`config.mk`:
```
export PLATFORM = sky130hd
export DESIGN_NAME = graph_fifo
export DESIGN_NICKNAME = d
export VERILOG_FILES = /design/src/graph_fifo.sv
export SDC_FILE = /design/constraint.sdc
export NUM_CORES = 1
export LEC_CHECK = 0
export ABC_CLOCK_PERIOD_IN_PS = 3400
export BUFFER_PORTS_ARGS = -buffer_cell sky130_fd_sc_hd__clkbuf_2
export CAP_MARGIN = 20
export CORE_ASPECT_RATIO = 0.8
export CORE_MARGIN = 8
export CORE_UTILIZATION = 55
export DETAILED_ROUTE_END_ITERATION = 8
export PLACE_DENSITY_LB_ADDON = 0.3
export SYNTH_ARGS = -nofsm -noshare
export SYNTH_HDL_FRONTEND = slang
export SYNTH_SLANG_ARGS = --single-unit
export TNS_END_PERCENT = 50
```
`constraint.sdc`:
```
create_clock -name clock -period 3.4 [get_ports clock]
set_clock_uncertainty 0.05 [all_clocks]
set_input_delay 0.17 -clock clock [delete_from_list [all_inputs] [get_ports clock]]
set_output_delay 0.17 -clock clock [all_outputs]
set_load 0.1 [all_outputs]
```
`src/graph_fifo.sv`:
```
`timescale 1ns/1ps
`default_nettype none

module graph_fifo #(
	parameter int WIDTH = 8,
	parameter int DEPTH = 4
) (
	input  logic             clock,
	input  logic             rstn,
	input  logic             push,
	input  logic [WIDTH-1:0] data_in,
	input  logic             pop,
	output logic [WIDTH-1:0] data_out,
	output logic             full,
	output logic             almost_full,
	output logic             empty
);

	localparam int PTR_W = (DEPTH > 1) ? $clog2(DEPTH) : 1;
	localparam int COUNT_W = $clog2(DEPTH + 1);

	logic [WIDTH-1:0]   mem [DEPTH];
	logic [PTR_W-1:0]   wr_ptr;
	logic [PTR_W-1:0]   rd_ptr;
	logic [COUNT_W-1:0] count;

	// Storage array
	always_ff @(posedge clock) begin
		if (push) begin
			mem[wr_ptr] <= data_in;
		end
	end

	always_ff @(posedge clock or negedge rstn) begin
		if (!rstn) begin
			wr_ptr <= '0;
			rd_ptr <= '0;
			count  <= '0;
		end else begin
			if (push) begin
				wr_ptr <= (wr_ptr == PTR_W'(DEPTH - 1)) ? '0 : wr_ptr + 1'b1;
			end
			if (pop) begin
				rd_ptr <= (rd_ptr == PTR_W'(DEPTH - 1)) ? '0 : rd_ptr + 1'b1;
			end
			case ({push, pop})
				2'b10:   count <= count + 1'b1;
				2'b01:   count <= count - 1'b1;
				default: count <= count;
			endcase
		end
	end

	// Show-ahead head entry
	assign data_out    = mem[rd_ptr];
	assign full        = (count == COUNT_W'(DEPTH));
	assign almost_full = (count >= COUNT_W'(DEPTH - 1));
	assign empty       = (count == '0);

	// Callers throttle on the flags so these catch a broken handshake upstream
	no_overflow: assert property (@(posedge clock) disable iff (!rstn) !(push && full))
		else $error("push into a full FIFO");
	no_underflow: assert property (@(posedge clock) disable iff (!rstn) !(pop && empty))
		else $error("pop from an empty FIFO");

endmodule

`default_nettype wire

```
# Word-level counts from Yosys, hierarchy flattened
# Memory sizes are Yosys's and may differ from the RTL's.
# Cells that the tools add are included.
[op_classes] add_sub_neg=4 n_lt_le_gt_ge=1 eq_ne=5 n_mux=5 reduce_logical=2
[op_table] operator="$eq 2x2->1 const B" count=3
[op_table] operator="$pmux 3 s2" count=1
[op_table] operator="$add 2x1->2 const B" count=2
[op_table] operator="$mux 2" count=2
[op_table] operator="$add 3x1->3 const B" count=1
[op_table] operator="$eq 3x3->1 const B" count=1
[op_table] operator="$ge 3x2->1 const B" count=1
[op_table] operator="$logic_not 3->1" count=1
[op_table] operator="$sub 3x1->3 const B" count=1
[op_table] operator="$eq 2x1->1 const B" count=1
[op_table] operator="$mux 1" count=2
[op_table] operator="$reduce_bool 2->1" count=1
[totals] ff_bits=7 mem_bits_rw=32 in_bits=12 output_inout_bits=11 wordCells=21 n_memories=1
[mem_list] memory="mem" words=4 word_bits=8 rd=1 rd_ports_with_merged_regs=0 write_ports=1 line="22" rtl="logic [WIDTH-1:0] mem [DEPTH];"

# Depth between registers and ports, before layout
[logic_depth] depth_word=2 ltp_mapped=7 ltp_nobuf=7

# Least setup slack after synthesis
# OpenSTA, ideal clock, no wires.
[synth_timing] kind="register to output" startpoint="register count[0]" endpoint="output port empty" arrival_time_ps=2475 t_required_ps=3180 path_slack_ps=705 stages_incl_launch_ff=2 n_path_buf=0 cell_sequence="dfrtp_1 nor3_1"
[synth_via] elab_chain_len=1
[synth_rtl] element="start: declaration" line="25" rtl="logic [COUNT_W-1:0] count;"
[synth_rtl] element="start signal: assignment" line="47" rtl="2'b10: count <= count + 1'b1;"
[synth_rtl] element="start signal: assignment" line="48" rtl="2'b01: count <= count - 1'b1;"
[synth_rtl] element="start signal: assignment" line="49" rtl="default: count <= count;"
[synth_rtl] element="$logic_not 3->1" line="58" rtl="assign empty = (count == '0);"
[synth_rtl] element="end: declaration" line="16" rtl="output logic empty"
# Every way passes these cells.

# Worst setup path after layout
[layout_timing] startpoint="register rd_ptr[0]" endpoint="output port data_out[0]"
[layout_via] elab_chain_len=1
[layout_rtl] element="start: declaration" line="24" rtl="logic [PTR_W-1:0] rd_ptr;"
[layout_rtl] element="start signal: assignment" line="44" rtl="rd_ptr <= (rd_ptr == PTR_W'(DEPTH - 1)) ? '0 : rd_ptr + 1'b1;"
[layout_rtl] element="$mem_v2 4x8"
[layout_rtl] element="end: declaration" line="13" rtl="output logic [WIDTH-1:0] data_out,"
# Every way passes these cells.

==> results.json <==
{
  "period_needed_ps": 2221,
  "synth_edf_count": 32,
  "yosys_warnings": 0,
  "finish.net_count": 135,
  "worst-endpoint-required_ps": 3180,
  "avgSynthCellArea_um2": 19.51,
  "cts_tree": "done",
  "start_util_pct": 57.59,
  "grt_pass1_wl_mm": 4.250,
  "final_max_slew_viol_count": 0,
  "hold_viol": 0,
  "antenna_found_initial": 0,
  "tns_ps": 0,
  "outcome": "complete, no violations",
  "grt_util_met1_pct": 12.59,
  "yosys_most_used_dff": "edfxtp_1",
  "synth_area_um2": 1580,
  "cts_buffers": 5,
  "clock-sinks": 39,
  "routed-via-count": 796,
  "synth_top_area_share_pct": 60.81,
  "io_buffers": 22,
  "yosysUniqueCellTypes": 20,
  "synth_most_common_cell": "edfxtp_1",
  "worst_setup_path_end_kind": "output port",
  "synth_fp_nets": 100,
  "path_clk_slew_ps": 100,
  "final_layout_size_suffix_gt1_share_pct": 32.48,
  "setup.worst_path.start_class": "flop",
  "top_usage_layer": "met2",
  "via_per_inst": 5.135,
  "async_flop_share_pct": 17.95,
  "ctsHtreeMaxLevel": 2,
  "hpwl_mm": 1.883,
  "fin_crit_sh_pct": 65.32,
  "first_global_vias": 893,
  "cts_resized": 0,
  "root_buffer": "clkbuf_4",
  "reg2reg_slack_ps": 1910,
  "maxCapViolations": 0,
  "use_met3_pct": 6.285,
  "fin_cells": 155,
  "wl_per_cell_um": 16.56,
  "gp_congestion": 0.6419,
  "hold_class": "input port to flop",
  "syn-instance-count": 81,
  "grt_use_met2_pct": 18.89,
  "cp_max_fo": 11,
  "dp_cells": 139,
  "die-area_um2": 4855,
  "rsz0062_at_grt": "no",
  "path_class": "flop to output port",
  "drt-initial-drc-count": 80,
  "drt-pass1-iter-count": 4,
  "rows": 17,
  "grt_max_degree": 12,
  "fp.coreArea_um2": 2744,
  "area_delta_synth_final_pct": 17.18,
  "grt_use_total_pct": 11.61,
  "worstMarginPinSlew_ps": 549.4,
  "critPathArrivalTime_ps": 2000,
  "synth_area_leaders": "edfxtp_1 (61%), mux4_2 (11%), dfrtp_1 (11%)",
  "report.final.setup_viol": 0,
  "clockBufferDepth": 2,
  "fmax_ghz": 0.4503,
  "num_antenna_cells": 0,
  "die_height_um": 63.95,
  "ant_nets": 0,
  "worstSkewPairLatency_ps": 340,
  "pin_count": 23,
  "drc": 0,
  "routed_wl_mm": 2.567,
  "synth-seq-cells": 39,
  "relSlewSlack_pct": 63.37,
  "overflow": 0,
  "die_w_um": 75.93,
  "synth.top_cells.by_count": "edfxtp_1 (32), mux4_2 (8), dfrtp_1 (7)",
  "yosysSeqAreaShare_pct": 71.89,
  "synth_top_area_cell": "edfxtp_1"
}
==> per-stage QoR <==
step	util (%)	area (um2)	setup slack, ps	hold WS (ps)
2_1_floorplan	-	1580	705.3	-175.6
3_3_place_gp	62.75	1722	1509	-26.95
3_5_place_dp	62.75	1722	1506	-23.13
4_1_cts	67.49	1852	1121	10.10
5_1_grt	67.49	1852	1019	6.675
6_report	67.49	1852	1179	16.38
==> layout make-up <==
type                       count  area [um2]
multi-input combinational     34       405.4
sequential                    39        1136
clock buffer                   7       45.04
timing repair buffer          30       190.2
fill                         189       892.1
tap                           38       47.55
clock inverter                 1       5.005
inverter                       6       22.52
==> final timing paths <==
kind,start,endpoint,depth (start not counted)
max,rd_ptr[0]$_DFFE_PN0P_,data_out[0],2
min,data_in[4],mem[0][4]$_DFFE_PP_,1
max reg2reg,count[0]$_DFFE_PN0P_,count[2]$_DFFE_PN0P_,5
min reg2reg,count[2]$_DFFE_PN0P_,count[2]$_DFFE_PN0P_,1
max in group asynchronous,rstn,rd_ptr[0]$_DFFE_PN0P_,2
min in group asynchronous,rstn,rd_ptr[1]$_DFFE_PN0P_,2
==> layer usage <==
metal,wire length (um),vias up
met2,1270,22
met4,34,0
met5,0,-
met1,1088,391
li1,-,379
met3,174,4
==> cells by family (layout without fill, tap and decap cells) <==
kind of cell               count (synthesis)  after routing  share of synthesized area (%)
AOI/OAI and AO/OA                          3              3                          1.109
and+or+nand+nor                           10             10                          3.404
xor gates and xnor gates                   3              3                          1.663
buffers and inverters                      8             44                          2.454
muxes                                     11             11                          13.46
adders and majority gates                  7              7                          6.017
DFF                                       39             39                          71.89
==> layout by cell type (no fill, tap or decap), types with 4 or more instances in the layout <==
cell / netlist / routed
and2_1: 4 / 4
ha_1: 6 / 6
dlygate4sd3_1: 0 / 8
dfrtp_1: 7 / 7
clkbuf_4: 0 / 5
inv_1: 6 / 6
mux4_2: 8 / 8
edfxtp_1: 32 / 32
clkbuf_2: 0 / 22
==> sequential cells by signal, summed over array words and instances (netlist names) <==
name    cells
wr_ptr      2
count       3
mem        32
rd_ptr      2
==> critical path, stage by stage (launching register included) <==
cell and delay (ps):
dfrtp_1 700, mux4_2 580, clkbuf_2 390
==> timing repair <==
item	in CTS	in global routing
endpoints found under the setup margin	0	0
setup buffers	0	0
endpoints found under the hold margin	32	0
hold buffers	8	0
Power is not shown: default switching activity piles up to over one toggle a cycle in this logic, so the estimate is an artifact.
