==> src/graph_pkg.sv <==
`default_nettype none

package graph_pkg;

	////////////////////
	// Unit bank

	// Number of vertex units in the bank
	localparam int NUM_UNITS = 4;

	// Unit id carried with each read command and response
	localparam int UNIT_W = 2;

	// Active unit count, 0 up to NUM_UNITS
	localparam int ACTIVE_W = $clog2(NUM_UNITS + 1);

	////////////////////
	// Job and data widths

	// Vertex id, also the width of the vertex total
	localparam int VERTEX_W = 16;

	// Edge address
	localparam int ADDR_W = 32;

	// Degree and per-unit edge count
	localparam int DEGREE_W = 8;

	// Edge total over all units
	localparam int EDGE_COUNT_W = 24;

	// Edge data returned by memory
	localparam int DATA_W = 32;

	// Running sum of edge data
	localparam int SUM_W = 40;

	// Packed job word in the job buffer
	localparam int JOB_W = VERTEX_W + ADDR_W + DEGREE_W;

	// Read command in the burst queue, address then unit id
	localparam int CMD_W = ADDR_W + UNIT_W;

	////////////////////
	// Buffering and flow control

	// Job buffer depth, also the job credits the host starts with
	localparam int JOB_BUF_DEPTH = 8;

	localparam int CMD_QUEUE_DEPTH = 4;
	localparam int BURST_DEPTH = 16;

	// Read credits granted by memory after reset
	localparam int MEM_CREDITS = 8;
	localparam int CREDIT_W = $clog2(MEM_CREDITS + 1);

	// Vertex unit FSM
	typedef enum logic [1:0] {
		UNIT_IDLE,
		UNIT_ISSUE,
		UNIT_DRAIN
	} unit_state_t;

endpackage

`default_nettype wire

==> src/response_router.sv <==
`timescale 1ns/1ps
`default_nettype none

module response_router (
	input  logic                            clock,
	input  logic                            rstn,
	input  logic [graph_pkg::NUM_UNITS-1:0] unit_enable,
	input  logic                            rsp_valid,
	input  logic [graph_pkg::UNIT_W-1:0]    rsp_unit,
	input  logic [graph_pkg::DATA_W-1:0]    rsp_data,
	output logic [graph_pkg::NUM_UNITS-1:0] unit_rsp_valid,
	output logic [graph_pkg::DATA_W-1:0]    unit_rsp_data
);

	import graph_pkg::*;

	logic [NUM_UNITS-1:0] route_valid;

	// Only the addressed unit sees the valid, and only when enabled
	always_comb begin
		for (int i = 0; i < NUM_UNITS; i++) begin
			route_valid[i] = rsp_valid && unit_enable[i] && (rsp_unit == UNIT_W'(i));
		end
	end

	always_ff @(posedge clock or negedge rstn) begin
		if (!rstn) begin
			unit_rsp_valid <= '0;
		end else begin
			unit_rsp_valid <= route_valid;
		end
	end

	// Data is shared by all units
	always_ff @(posedge clock) begin
		unit_rsp_data <= rsp_data;
	end

endmodule

`default_nettype wire

==> config.mk <==
export PLATFORM = sky130hd
export DESIGN_NAME = response_router
export DESIGN_NICKNAME = d
export VERILOG_FILES = /design/src/graph_pkg.sv /design/src/response_router.sv
export SDC_FILE = /design/constraint.sdc
export NUM_CORES = 1
export LEC_CHECK = 0
export BUFFER_PORTS_ARGS = -buffer_cell sky130_fd_sc_hd__buf_2
export CAP_MARGIN = 20
export CORE_UTILIZATION = 33
export CTS_CLUSTER_SIZE = 25
export DETAILED_ROUTE_END_ITERATION = 12
export MAX_ROUTING_LAYER = met4
export PLACE_DENSITY = 0.8
export SLEW_MARGIN = 20
export SYNTH_ARGS = -nofsm -noshare
export SYNTH_HDL_FRONTEND = slang
export SYNTH_SLANG_ARGS = --single-unit
==> constraint.sdc <==
create_clock -name clock -period 0.8 [get_ports clock]
set_input_delay 0 -clock clock [delete_from_list [all_inputs] [get_ports clock]]
set_output_delay 0 -clock clock [all_outputs]
set_load 0.02 [all_outputs]
# After elaboration in Yosys (flattened, before gate mapping)
# Cells that the tools add are included.
[totals] register_bits=36 inputBits=41 wordCells=14
[classes] n_eq_ne=3 n_reduce_logical=9
[ops] operator="$logic_and 1x1->1" n=8
[ops] operator="$eq 2x2->1 const B" n=2
[ops] operator="$eq 2x1->1 const B" n=1
[ops] operator="$logic_not 2->1" n=1

# Depth between registers and ports, before layout
# Gate-level depths: netlist of the first run.
[depth] word_depth=2 ltp_mapped=1

# Worst setup path before layout of the first run
# OpenSTA, ideal clock, no wires.
[synth_path] path_type="register to output" startpoint="reg unit_rsp_valid[0] (netlist name)" endpoint="out unit_rsp_valid[0] (netlist name)" arrival_ps=416 required_ps=800 slack_ps=384 stages_incl_launch_ff=1 cell_sequence="dfrtp_1"
[synth_lines] item="from (decl)" line="response_router.sv:11" text="output logic [graph_pkg::NUM_UNITS-1:0] unit_rsp_valid,"
[synth_lines] item="from (signal assigned)" line="response_router.sv:30" text="unit_rsp_valid <= route_valid;"
# No word-level cell between the ends.

# Final worst setup path of the first run
[layout_path] startpoint="reg unit_rsp_valid[0] (netlist name)" endpoint="out unit_rsp_valid[0] (netlist name)"
# No word-level cell between the ends.

==> results.md, run 1 <==
* Status: finished with violations
* Failing checks: setup timing
* Hold Startpoint: rsp_data[15]
* Slowest stage delay, CP at 0.41 ns
* # diodes at 0
* Register area at 781 um^2
* Met3 WL at 201 um
* Setup crit end kind: primary output
* Ratio of cells with drive above 1 in the final layout at 72.1%
* Final period util at 111%
* Longest Clk Path Bufs at 2
* Pwr dens at 1920 mW/mm^2
* Critical Path RT at 0.80 ns
* Starting density of the core at 35.2%
* Via/cell ratio at 4.23
* Adder-Cell Fraction of Synth Area at 0%
* Worst setup startpoint: unit_rsp_valid[0]
* Final setup fails at 5
* Largest family of logic cells by synthesized area: simple AND/OR/NAND/NOR gates
* Class of the worst hold path: input pin to flip-flop
* Asr flop ratio synth at 11.1%
* Synth cell types at 5
* Syn Area/Cell at 19.6 um^2
* First-pass GRT wire length at 4280 um
* Compound-gate portion of the synthesized area at 0%
* Design Power at 3740 uW
* Worst-margin pin slew at 0.188 ns
* Layout area overhead at 149%
* Worst path top cell family by delay: flip-flops
* DP Area at 0.00120 mm^2
* WS Path Type: flip-flop to primary output
* Top achievable clock speed at 1130 MHz
* Number of CTS-inserted buffers at 5
* Ys Warns at 0
* Die height at 50.8 um
* Worst-path clk slew at 0.11 ns
* Routed Antenna Nets at 0
* Met1 WL at 941 um
* CTS root buf: clkbuf_4
* Minimum clock period at 0.884 ns
* Worst setup margin at -0.0841 ns
* Total wire length at 2890 um
* Rows at 17
* Leakage at 0.000932 uW
* Die Area at 0.00258 mm^2
* Synthesized area at 786 um^2
* I/O Buffers at 76
* Dominant synthesized flop cell: dfxtp_1
* CP bufs+invs at 1
* Wirelength per Cell at 15.0 um
* Xor and xnor fraction of the mapped netlist area at 0%
* Post-synthesis instance total at 40
* Maxcap violations at 0
* Mux cell area share after synthesis at 0%
* Post-Synth Simple-Gate Area at 5.73%
* Largest net degree at the start of global routing at 12
* GRT Total Usage at 25.5%
* H-tree Lvls at 2
* Fillers at 99
* Post-placement worst setup slack at 0.307 ns
* Nets at 205
* Drt first-iter violations at 5
* Multi-input gate area at 45.0 um^2
* Commonest cells post-synth: dfxtp_1, dfrtp_1, and4b_2
* Worst hold margin at 0.297 ns
* Post-CTS Setup Inserts at 0
* Boundary pin count at 77
* Vias in the first global route at 932
* Crit-path slowest cell: dfrtp_1
* Most common cell in the synthesized netlist: dfxtp_1
* Post-synth net total at 81
* Proportion of netlist area held by the largest area contributor at 81.5%
* Ranking of synthesized cells by area: dfxtp_1, dfrtp_1, and4b_2
* Initial antenna violation count at 0
* CTS tree: yes
* Number of flops mapped to enable cells by yosys at 0
* Die width at 50.8 um
* Number of synthesized register bits at 36
* Final Hold Viols at 0
* Startpoint class of the critical path: flip-flop
* Via count at 817
* Post-synth top area cell: dfxtp_1
* Seq/Total Area, Yosys at 94.3%
* Finished Cell Area at 0.00195 mm^2
* DRC at 0
* Max layer used: met4
* Crit Path Max Fanout at 1
* Maximum resistive drop on vdd at 1.88 mV
* CP arrival at 0.88 ns
* Grt total ovfl at 0
* Clock sink count at 36
* Final Max Slew Viols at 0
* Met2 WL post-DR at 1700 um
* Drt first pass iters at 2
* Cell chain of the critical path: buf_6
* Routability congestion estimate at 0.770
* Slew headroom at 87.4%
* Core ar. at 0.00223 mm^2
* RSZ-0062 raised after global routing: true
==> final timing paths <==
kind                                     end  cells past startpoint  slack, ns
worst max-delay path       unit_rsp_valid[0]                      1      -0.08
worst min-delay path       unit_rsp_data[15]                      2       0.30
max in group asynchronous  unit_rsp_valid[2]                      3       0.07
min in group asynchronous  unit_rsp_valid[0]                      3       0.56
==> cell families after synthesis <==
group            after synthesis
flip-flops                    36
AND/OR/NAND/NOR                4
==> registers in the layout (all words and copies together) (netlist names) <==
register	count
unit_rsp_data	32
unit_rsp_valid	4
==> metal layers <==
layer	vias to the layer above	GRT usage, %
li1	379	-
met1	375	21.6
met2	57	48.4
met3	6	9.39
met4	0	12.0
met5	-	-
==> layout make-up <==
class,instances,share of cell area (%)
clock inverters,2,1.79
clock buffers,6,2.11
well taps,28,1.79
multi-input cells,4,2.31
flip-flops and latches,36,40.0
repair buffers,117,52.0
==> placed cells by master (no fill, tap or decap) <==
cell type,instances
buf_6,36
dfxtp_2,32
bufinv_16,1
clkbuf_1,1
dfrtp_1,4
clkbuf_4,5
and4_2,1
dlygate4sd3_1,41
buf_2,40
and4bb_2,1
clkinv_2,1
and4b_2,2
==> power by group <==
part,switching [uW],internal (uW),total (uW),leakage (uW)
logic,223,368,592,0.000565
clock network,549,655,1200,0.0000422
registers,43.6,1900,1950,0.000325
==> timing repair <==
item                       CTS  global route
hold buffers                41             0
hold endpoints to repair    40             0
setup endpoints to repair   34            36
resized for setup           72            32
==> per-stage QoR <==
step,cells,TNS (ns),util [%]
global route,193,-1.06,87.5
CTS,193,-0.270,84.2
global placement,144,0,53.8
floorplan,40,0,-
finish,193,-0.259,87.5
detailed placement,144,0,53.8
(Power assumes the default switching activity.)
==> run 2: changes to the inputs <==
--- a/config.mk
+++ b/config.mk
@@ -11,7 +11,7 @@
 export CTS_CLUSTER_SIZE = 25
 export DETAILED_ROUTE_END_ITERATION = 12
 export MAX_ROUTING_LAYER = met4
-export PLACE_DENSITY = 0.8
+export PLACE_DENSITY = 0.74
 export SLEW_MARGIN = 20
 export SYNTH_ARGS = -nofsm -noshare
 export SYNTH_HDL_FRONTEND = slang
==> run 2 against run 1 <==
- utilization fell by 0.78 points
- critical path depth did not move
- via count rose by 1.2%
- combinational power rose by 0.7%
- cell area fell by 0.90%
- power fell by 6.2%
- non-clock buffer count rose by 1
- largest power group unchanged
- die area did not move
- the flow still finishes with violations (setup timing)
==> results.md, run 2 (same netlist as run 1, synthesis figures left out) <==
* Status: finished with violations
* Failing checks: setup timing
* Seq pwr share at 55.4%
* Layout area overhead at 146%
* Met1 WL at 1050 um
* Routability congestion estimate at 0.755
* Setup crit end kind: primary output
* Post-DP HPWL at 1200 um
* RSZ-0062 raised after global routing: true
* Drt first pass iters at 2
* Largest net degree at the start of global routing at 11
* Via/cell ratio at 4.26
* Die Area at 0.00258 mm^2
* Final period util at 107%
* Class of the worst hold path: input pin to flip-flop
* Worst-margin pin slew at 0.117 ns
* Largest regs: unit_rsp_data x32, unit_rsp_valid x4
* Initial antenna violation count at 0
* Startpoint class of the critical path: flip-flop
* NetSw at 806 uW
* DP Area at 0.00120 mm^2
* Finished Cell Area at 0.00194 mm^2
* Gate power share at 17.0%
* Worst-path clk slew at 0.10 ns
* Clock share of power at 27.7%
* Core Util, Final at 86.7%
* Crit Path Max Fanout at 1
* Ratio of cells with drive above 1 in the final layout at 68.1%
* Total wire length at 2960 um
* Vias in the first global route at 860
* Most common cell after layout, fill and taps aside: dlygate4sd3_1
* WS Path Type: flip-flop to primary output
* Routed Antenna Nets at 0
* # diodes at 0
* Internal power consumption at 2700 uW
* Switching Fraction at 23.0%
* Met3 WL at 263 um
* Critical Path RT at 0.80 ns
* Drt first-iter violations at 4
* Nets at 206
* Grt total ovfl at 0
* Largest register by flop count: unit_rsp_data
* Maximum resistive drop on vdd at 1.37 mV
* Final setup fails at 4
* Top achievable clock speed at 1170 MHz
* Maxcap violations at 0
* Number of CTS-inserted buffers at 5
* CTS tree: yes
* Slew headroom at 92.2%
* Commonest cells after routing, fill and taps aside: dlygate4sd3_1, buf_2, buf_6
* Slowest stage delay, CP at 0.40 ns
* GRT Total Usage at 23.6%
* CTS root buf: clkbuf_4
* Cell chain of the critical path: buf_6
* H-tree Lvls at 2
* Worst setup margin at -0.0540 ns
* Die height at 50.8 um
* CP arrival at 0.85 ns
* Final Hold Viols at 0
* Via count at 827
* DRC at 0
* Clock sink count at 36
* Core ar. at 0.00223 mm^2
* Boundary pin count at 77
* Largest register FFs at 32
* Rows at 17
* Wirelength per Cell at 15.3 um
* Die width at 50.8 um
* I/O Buffers at 76
* CP bufs+invs at 1
* Longest Clk Path Bufs at 2
* Starting density of the core at 35.2%
* Pwr dens at 1810 mW/mm^2
* First-pass GRT wire length at 3930 um
* Post-CTS Setup Inserts at 0
* Worst path top cell family by delay: flip-flops
* Max layer used: met4
* Final Max Slew Viols at 0
* Leakage at 0.000925 uW
* Crit-path slowest cell: dfrtp_1
* Minimum clock period at 0.854 ns
* Met2 WL post-DR at 1580 um
## run 2: changes by cell type in the layout (fill, tap and decap cells not counted), sizes merged
cell	change
clkbuf	+2
dlygate4sd3	+1
bufinv	-1
clkinv	-1
## run 2: cell type report
cell class                      count  area, um^2
Fill cell                         111         298
Sequential cell                    36         774
Timing Repair Buffer              118        1020
Multi-Input combinational cell      4        45.0
Clock buffer                        8        58.8
Tap cell                           28        35.0
## run 2: repair_timing
| item | CTS | global route |
|---|---|---|
| setup endpoints to repair | 15 | 36 |
| hold endpoints to repair | 40 | 1 |
| resized for setup | 21 | 77 |
| hold buffers | 40 | 2 |
## run 2: power groups by stage
stage | Clock, uW | Combinational, uW | Sequential [uW]
4_1_cts | 978 | 484 | 1910
5_1_grt | 1090 | 623 | 1950
3_5_place_dp | 0 | 312 | 1940
3_3_place_gp | 0 | 306 | 1940
6_report | 971 | 596 | 1940
2_1_floorplan | 0 | 6.91 | 2070
## run 2: final timing paths
kind | depth (start not counted) | slack, ns | from | endpoint
max | 1 | -0.05 | unit_rsp_valid[2] | unit_rsp_valid[2]
min | 2 | 0.30 | rsp_data[28] | unit_rsp_data[28]
max in group asynchronous | 3 | 0.11 | rstn | unit_rsp_valid[2]
min in group asynchronous | 3 | 0.56 | rstn | unit_rsp_valid[1]
## run 2: stage by stage
step           setup WS [ns]  power (uW)  hold WS, ns  setup TNS [ns]  instances
6_report             -0.0540        3510        0.296          -0.194        194
5_1_grt              -0.0875        3660        0.301          -0.530        194
4_1_cts              -0.0477        3370      0.00139          -0.172        192
3_5_place_dp           0.311        2260       -0.188               0        144
3_3_place_gp           0.313        2250       -0.195               0        144
2_1_floorplan          0.384        2070       -0.296               0         40
## run 2: per-layer routing
metal,track usage [%],vias to the layer above
met4,13.0,0
met3,10.3,10
met5,-,-
met2,38.7,55
li1,-,377
met1,23.3,385
