--- config.mk ---
export PLATFORM = sky130hd
export DESIGN_NAME = vertex_unit
export DESIGN_NICKNAME = d
export VERILOG_FILES = /design/src/graph_pkg.sv /design/src/vertex_unit.sv
export SDC_FILE = /design/constraint.sdc
export NUM_CORES = 1
export LEC_CHECK = 0
export ABC_CLOCK_PERIOD_IN_PS = 5760
export BUFFER_PORTS_ARGS = -buffer_cell sky130_fd_sc_hd__buf_2
export CAP_MARGIN = 20
export CORE_MARGIN = 2
export CORE_UTILIZATION = 35
export DETAILED_ROUTE_END_ITERATION = 7
export GPL_ROUTABILITY_DRIVEN = 1
export PLACE_DENSITY = 0.58
export SLEW_MARGIN = 10
export SYNTH_ARGS = -nofsm -noshare
export SYNTH_HDL_FRONTEND = slang
export SYNTH_SLANG_ARGS = --single-unit
--- constraint.sdc ---
create_clock -name clock -period 5.76 [get_ports clock]
set_clock_uncertainty 0.15 [all_clocks]
set_input_delay 0.288 -clock clock [delete_from_list [all_inputs] [get_ports clock]]
set_output_delay 0.288 -clock clock [all_outputs]
set_load 0.05 [all_outputs]
--- src/graph_pkg.sv ---
`default_nettype none

package graph_pkg;

	////////////////////
	// Unit bank

	// Number of vertex units in the bank
	localparam int NUM_UNITS = 4;

	// Unit id carried with each read command and response
	localparam int UNIT_W = 2;

	// Active unit count, 0 up to NUM_UNITS
	localparam int ACTIVE_W = $clog2(NUM_UNITS + 1);

	////////////////////
	// Job and data widths

	// Vertex id, also the width of the vertex total
	localparam int VERTEX_W = 16;

	// Edge address
	localparam int ADDR_W = 32;

	// Degree and per-unit edge count
	localparam int DEGREE_W = 8;

	// Edge total over all units
	localparam int EDGE_COUNT_W = 24;

	// Edge data returned by memory
	localparam int DATA_W = 32;

	// Running sum of edge data
	localparam int SUM_W = 40;

	// Packed job word in the job buffer
	localparam int JOB_W = VERTEX_W + ADDR_W + DEGREE_W;

	// Read command in the burst queue, address then unit id
	localparam int CMD_W = ADDR_W + UNIT_W;

	////////////////////
	// Buffering and flow control

	// Job buffer depth, also the job credits the host starts with
	localparam int JOB_BUF_DEPTH = 8;

	localparam int CMD_QUEUE_DEPTH = 4;
	localparam int BURST_DEPTH = 16;

	// Read credits granted by memory after reset
	localparam int MEM_CREDITS = 8;
	localparam int CREDIT_W = $clog2(MEM_CREDITS + 1);

	// Vertex unit FSM
	typedef enum logic [1:0] {
		UNIT_IDLE,
		UNIT_ISSUE,
		UNIT_DRAIN
	} unit_state_t;

endpackage

`default_nettype wire

--- src/vertex_unit.sv ---
`timescale 1ns/1ps
`default_nettype none

module vertex_unit #(
	parameter logic [graph_pkg::UNIT_W-1:0] UNIT_ID = '0
) (
	input  logic                           clock,
	input  logic                           rstn,
	input  logic                           enable,
	input  logic                           job_grant,
	input  logic [graph_pkg::VERTEX_W-1:0] job_vertex,
	input  logic [graph_pkg::ADDR_W-1:0]   job_edge_base,
	input  logic [graph_pkg::DEGREE_W-1:0] job_degree,
	input  logic                           queue_almost_full,
	input  logic                           rsp_valid,
	input  logic [graph_pkg::DATA_W-1:0]   rsp_data,
	output logic                           idle,
	output logic                           cmd_push,
	output logic [graph_pkg::ADDR_W-1:0]   cmd_addr,
	output logic                           done,
	output logic [graph_pkg::DEGREE_W-1:0] done_edges,
	output logic [graph_pkg::SUM_W-1:0]    done_sum
);

	import graph_pkg::*;

	unit_state_t         state;
	logic [VERTEX_W-1:0] cur_vertex;
	logic [ADDR_W-1:0]   cur_base;
	logic [DEGREE_W-1:0] cur_degree;
	logic [DEGREE_W-1:0] issue_count;
	logic [DEGREE_W-1:0] rsp_count;
	logic [SUM_W-1:0]    acc_sum;
	logic                drain_done;

	assign idle       = enable && (state == UNIT_IDLE);
	assign cmd_push   = (state == UNIT_ISSUE) && !queue_almost_full;
	assign cmd_addr   = cur_base + ADDR_W'(issue_count);
	assign drain_done = (state == UNIT_DRAIN) && (rsp_count == cur_degree);

	////////////////////
	// Control FSM
	always_ff @(posedge clock or negedge rstn) begin
		if (!rstn) begin
			state       <= UNIT_IDLE;
			issue_count <= '0;
			rsp_count   <= '0;
			done        <= 1'b0;
		end else begin
			done <= 1'b0;
			case (state)
				UNIT_IDLE: begin
					if (job_grant) begin
						issue_count <= '0;
						rsp_count   <= '0;
						// Degree zero has nothing to read
						state <= (job_degree == '0) ? UNIT_DRAIN : UNIT_ISSUE;
					end
				end
				UNIT_ISSUE: begin
					if (cmd_push) begin
						issue_count <= issue_count + 1'b1;
						if (issue_count == cur_degree - 1'b1) begin
							state <= UNIT_DRAIN;
						end
					end
				end
				UNIT_DRAIN: begin
					if (drain_done) begin
						done  <= 1'b1;
						state <= UNIT_IDLE;
					end
				end
				default: state <= UNIT_IDLE;
			endcase
			if (rsp_valid) begin
				rsp_count <= rsp_count + 1'b1;
			end
		end
	end

	////////////////////
	// Job fields and edge data sum
	always_ff @(posedge clock) begin
		if (state == UNIT_IDLE && job_grant) begin
			cur_vertex <= job_vertex;
			cur_base   <= job_edge_base;
			cur_degree <= job_degree;
			acc_sum    <= '0;
		end else if (rsp_valid) begin
			acc_sum <= acc_sum + SUM_W'(rsp_data);
		end
		if (drain_done) begin
			done_edges <= cur_degree;
			done_sum   <= acc_sum;
		end
	end

	// Router must only steer responses to a unit that has reads out
	no_rsp_when_idle: assert property (@(posedge clock) disable iff (!rstn)
		!(rsp_valid && state == UNIT_IDLE))
		else $error("unit %0d got a response while idle", UNIT_ID);

	rsp_within_degree: assert property (@(posedge clock) disable iff (!rstn)
		(rsp_valid && state != UNIT_IDLE) |-> (rsp_count < cur_degree))
		else $error("unit %0d vertex %0d got more responses than edges", UNIT_ID, cur_vertex);

endmodule

`default_nettype wire

* Word-level counts from Yosys, hierarchy flattened
Cells that the tools add are included.
** Operators by class
- Equal/unequal tests :: 8
- Muxes and demuxes :: 13
- Add/subtract/negate cells :: 5
- Reductions and logical operators :: 13
** Operator list (count)
- 40-bit by 32-bit adder with 40-bit output :: 1
- 32-bit by 8-bit adder with 32-bit output :: 1
- 8-bit two-way mux :: 4
- 8-bit by 1-bit adder with 8-bit output, second input constant :: 2
- 8-bit == test :: 2
- 8-bit case mux with 2 select lines :: 1
- 2-bit two-way mux :: 5
- 8-bit zero test :: 1
- 8-bit by 1-bit subtractor with 8-bit output, second input constant :: 1
- 2-bit != test, second input constant :: 3
- 2-bit case mux with 3 select lines :: 1
- 2-bit nonzero test :: 3
- 1-bit logical AND :: 4
- 4-bit AND reduction :: 1
- 3-bit AND reduction :: 1
- 2-bit by 1-bit == test with 1-bit output, second input constant :: 1
- 2-bit == test, second input constant :: 1
- 2-bit zero test :: 1
- 1-bit two-way mux :: 2
- 2-bit by 1-bit != test with 1-bit output, second input constant :: 1
- 2-bit AND reduction :: 1
- 1-bit zero test :: 1
** Storage, ports and cells
- Output and inout bits :: 83
- Register bits :: 147

* Depth between registers and ports, before layout
- Depth in word-level cells :: 5
- Depth in mapped cells :: 10
- Gate-level depth less buffers :: 10

* Least setup slack after synthesis
No wires, ideal clock.
- Path kind :: register -> register
- Start :: reg cur_degree[3]
- End :: reg done_edges[0] (netlist bit) (enable)
- Path buffers :: 1
- Setup time :: 0.525 ns
- Clock period less this slack :: 5.347 ns
- Cell stages (with the launch flop) :: 6
- Arrival :: 4.672 ns
- Data required time :: 5.085 ns
- Setup slack :: 0.413 ns
- Cells stage by stage :: edfxtp_1 -> clkbuf_1 -> xor2_1 -> nor4_1 -> nand2_1 -> nor3b_1
** On the way
- Word-level cells in the longest chain between the ends :: 2
** RTL lines
- from (decl) :: RTL line vertex_unit.sv:30 : logic [DEGREE_W-1:0] cur_degree;
- from (signal assigned) :: RTL line vertex_unit.sv:88 : cur_degree <= job_degree;
- 8-bit == test :: RTL line vertex_unit.sv:39 : assign drain_done = (state == UNIT_DRAIN) && (rsp_count == cur_degree);
- 1-bit logical AND :: RTL line vertex_unit.sv:39
- via drain_done :: RTL line vertex_unit.sv:34 : logic drain_done;
- to (signal assigned) :: RTL line vertex_unit.sv:94 : done_edges <= cur_degree;
- to (decl) :: RTL line vertex_unit.sv:21 : output logic [graph_pkg::DEGREE_W-1:0] done_edges,
The timed path passes the listed nets, and every way through them passes these cells.
A chain may end at the register's enable or synchronous reset.

* Final worst setup path
- Start :: reg issue_count[0]
- End :: out cmd_addr[20] (netlist bit)
** On the way
- Word-level cells in the longest chain between the ends :: 1
** RTL lines
- from (decl) :: RTL line vertex_unit.sv:31 : logic [DEGREE_W-1:0] issue_count;
- from (signal assigned) :: RTL line vertex_unit.sv:62 : issue_count <= issue_count + 1'b1;
- 32-bit by 8-bit adder with 32-bit output :: RTL line vertex_unit.sv:38 : assign cmd_addr = cur_base + ADDR_W'(issue_count);
- to (decl) :: RTL line vertex_unit.sv:19 : output logic [graph_pkg::ADDR_W-1:0] cmd_addr,
Every way passes these cells.

==> key figures <==
Logic synthesis
  – Top post-synthesis cells by area: edfxtp_1 33%, dfxtp_1 9.9%, ha_1 6.6%
  – Yosys cell types: 73
  – Synthesized Nets: 920
  – Cell Area, Synth: 8100 µm²
  – Synth area leader: edfxtp_1
  – Post-synth top area share: 32.6%
  – Main synth FF type: edfxtp_1
  – Async SR Flop Fraction: 12.9%
  – Share of the yosys chip area belonging to registers: approximately half
  – Seq cells post-synth: 147
  – Post-synth EDFFs: 88
  – Mapped Cells: 781
  – Ys Warns: 0
  – Avg Cell Area, Syn: 10.4 µm²

STA
  – Max_slew headroom: a little under three fifths
  – Unrepaired setup endpoints after global routing: false
  – Min Clock Period, post-route: 3.74 ns
  – Fmax achieved: 268 MHz
  – Fin crit share: 64.9%
  – Number of setup violations in the final report: 0
  – Hold Fails Final Rpt: 0
  – Slew @ Worst Pin: 0.666 ns
  – Fin Setup TNS: 0 ns
  – Final Max Slew Viols: 0

Finish
  – Area Overhead vs Synth: 25.7%
  – FILL cells: 2149
  – Diode count: 0
  – Fin util: 45.0%
  – Fraction of layout cells with a size suffix above 1: between 20% and 30%
  – Final nets: 1117

Critical path
  – WP buf/inv: 1
  – Largest fanout on the critical path: 5
  – Critical Path End Type: primary output
  – Worst path most repeated cell: a21oi_1
  – WP data arrival: between 3 and 4 ns
  – R2R setup slack: 2.63 ns
  – Launching point of the worst reg2reg path: acc_sum[0]$_SDFFE_PP0P_
  – Critical path's largest stage delay: roughly 0.45 ns
  – CP required: 5.32 ns
  – Critical Path Start Type: flop
  – Top Family by Delay on Critical Path: compound AO/OA/AOI/OAI gates
  – Crit path kind: flop to primary output
  – Slowest CP cell: dfrtp_1
  – R2R Path End: acc_sum[34]$_SDFFE_PP0P_
  – Register-to-Register Path Depth: 10
  – Crit path depth: 11
  – Crit-path cells: ha_1, fa_1, a21o_1, a21oi_1, nor2b_1, o21ai_0, a21oi_1, and3_1, nand4_1, xnor2_1, buf_2

Run
  – # Max-Cap Violations: 0

Power and ir drop
  – LEAKAGE: 4.19 nW
  – Max IR drop VDD: 236 µV
  – Power density over the cells: 474 nW/µm²

Floorplanning
  – Die H: between 150 and 200 µm
  – Core ar.: 22600 µm²
  – # rows: 55
  – Initial Util: 35.8%
  – Die Footprint: 24400 µm²
  – I/O pins: 177
  – Die width: 156 µm

Routing
  – Drt drc: 0
  – DR iter-0 viols: 295
  – Wirelength per Cell: 16.3 µm
  – DR vias: 6541
  – Detailed Route WL: 20800 µm
  – Detail Route Antenna Nets: 0
  – Via density: 5.13
  – Drt pass-1 iters: 4

Global route
  – First-pass GRT wire length: 33300 µm
  – Initial antenna violation count: 0
  – Overall Global Routing Usage: between 15 and 20%
  – Vias in the first global route: around 6600
  – Grt total ovfl: 0
  – Largest net degree at the start of global routing: 48

Min path
  – Worst hold path class: input pin to flop
  – Hold endpoint: issue_count[1]$_DFFE_PN0P_
  – Worst hold stages: 3
  – Hold_sp: queue_almost_full

CTS
  – Clock sinks: approximately 150
  – Worst-Skew Late Latency: about 0.42 ns
  – Reg clk slew, reported paths: roughly 0.060 ns
  – Longest Clk Path Bufs: 2
  – CTS resizes: 0
  – CTS tree: done
  – Num CTS Buffers: 17
  – Root Buffer: clkbuf_16
  – Htree depth: 4

Placement
  – Final HPWL DP: around 15000 µm
  – Gpl congestion: 0.881
  – IO Port Bufs: 160

Outcome
  – Status: finished clean
==> layout make-up <==
cell class	count	area [µm²]	area share (%)
multi-input combinational	589	3970	39.0
sequential	147	3920	38.5
clock buffer	17	425	4.18
inverter	17	63.8	0.627
timing repair buffer	206	1250	12.3
tap	285	357	3.50
clock inverter	15	195	1.92
==> per-layer routing <==
layer	GRT usage [%]	vias up	share of wire, %
met1	21.9	3063	46
met5	0	-	0
met2	30.0	180	48
met4	4.59	0	1.1
met3	4.19	17	5.1
li1	-	3281	-
==> through the flow <==
step | cells | hold WS, ns | area [µm²] | power [mW] | setup slack [ns]
after floorplan | 781 | -0.158 | 8100 | 3.22 | 0.413
after global placement | 1203 | 0.108 | 9150 | 3.62 | 2.53
after detailed placement | 1203 | 0.108 | 9150 | 3.64 | 2.44
after CTS | 1276 | 0.0607 | 10200 | 4.87 | 1.97
after global routing | 1276 | 0.0851 | 10200 | 5.19 | 1.81
final | 1276 | 0.0812 | 10200 | 4.82 | 2.02
==> repair_timing <==
item                      4_1_cts  5_1_grt
buffers inserted                0        0
hold endpoints to repair       59        0
hold buffers                   41        0
==> layout by cell type (no fill, tap or decap), drive strengths merged, types with 3 or more instances in the layout <==
| master | n |
|---|---|
| buf | 165 |
| edfxtp | 88 |
| nor2 | 78 |
| nand2 | 68 |
| a21oi | 55 |
| xnor2 | 45 |
| ha | 43 |
| o21ai | 42 |
| dlygate4sd3 | 41 |
| dfxtp | 40 |
| xor2 | 37 |
| nand3 | 24 |
| inv | 24 |
| nand4 | 19 |
| dfrtp | 19 |
| nor3 | 18 |
| a21o | 18 |
| clkbuf | 17 |
| mux2i | 15 |
| nor4 | 11 |
| and3 | 11 |
| a211oi | 10 |
| o211ai | 9 |
| o21bai | 8 |
| o21a | 6 |
| and4 | 6 |
| nand2b | 5 |
| or2 | 5 |
| a21boi | 5 |
| a31oi | 4 |
| o22ai | 4 |
| nor3b | 4 |
| or3 | 3 |
| a221oi | 3 |
| bufinv | 3 |
| clkinvlp | 3 |
| or4 | 3 |
==> cell families after synthesis <==
kind of cell    synth area share (%)
simple gates                    15.5
compound gates                  15.4
flops                           48.4
xor+xnor                        8.87
buf+inv                         2.64
fa+ha+maj                       7.14
mux                             2.13
==> report_power, final <==
part | switching [mW] | internal (mW) | total (mW)
logic | 1.25 | 0.811 | 2.06
clock network | 0.477 | 0.696 | 1.17
registers | 0.217 | 1.37 | 1.59
==> tightest hold or removal path: stages <==
cell and delay (ns):
buf_2 0.11, a22oi_1 0.08, o21ai_0 0.13
==> how the worst max path moves through the flow <==
stage                                    start                      end  slack, ns
global placement    issue_count[0]$_DFFE_PN0P_             cmd_addr[20]       2.53
detailed placement  issue_count[0]$_DFFE_PN0P_             cmd_addr[26]       2.44
finish              issue_count[0]$_DFFE_PN0P_             cmd_addr[20]       2.02
floorplan              cur_degree[3]$_DFFE_PP_  done_edges[0]$_DFFE_PP_       0.41
CTS                 issue_count[0]$_DFFE_PN0P_             cmd_addr[26]       1.97
global route        issue_count[0]$_DFFE_PN0P_             cmd_addr[28]       1.81
==> cell usage after synthesis, types with 11 or more instances <==
master     n
o21ai_0   36
inv_1     17
ha_1      43
nand3_1   24
nor4_1    11
a21o_1    17
a21oi_1   54
nand4_1   19
nor3_1    18
dfrtp_1   19
xor2_1    37
nor2_1    78
nand2_1   67
clkbuf_1  19
mux2i_1   15
dfxtp_1   40
edfxtp_1  88
xnor2_1   45
==> sequential cells by signal, summed over array words and instances, names as in the netlist <==
| name | cells |
|---|---|
| state | 2 |
| done | 1 |
| cur_degree | 8 |
| issue_count | 8 |
| done_edges | 8 |
| rsp_count | 8 |
| cur_base | 32 |
| done_sum | 40 |
| acc_sum | 40 |
No activity file was read; power rests on OpenSTA's default activity.
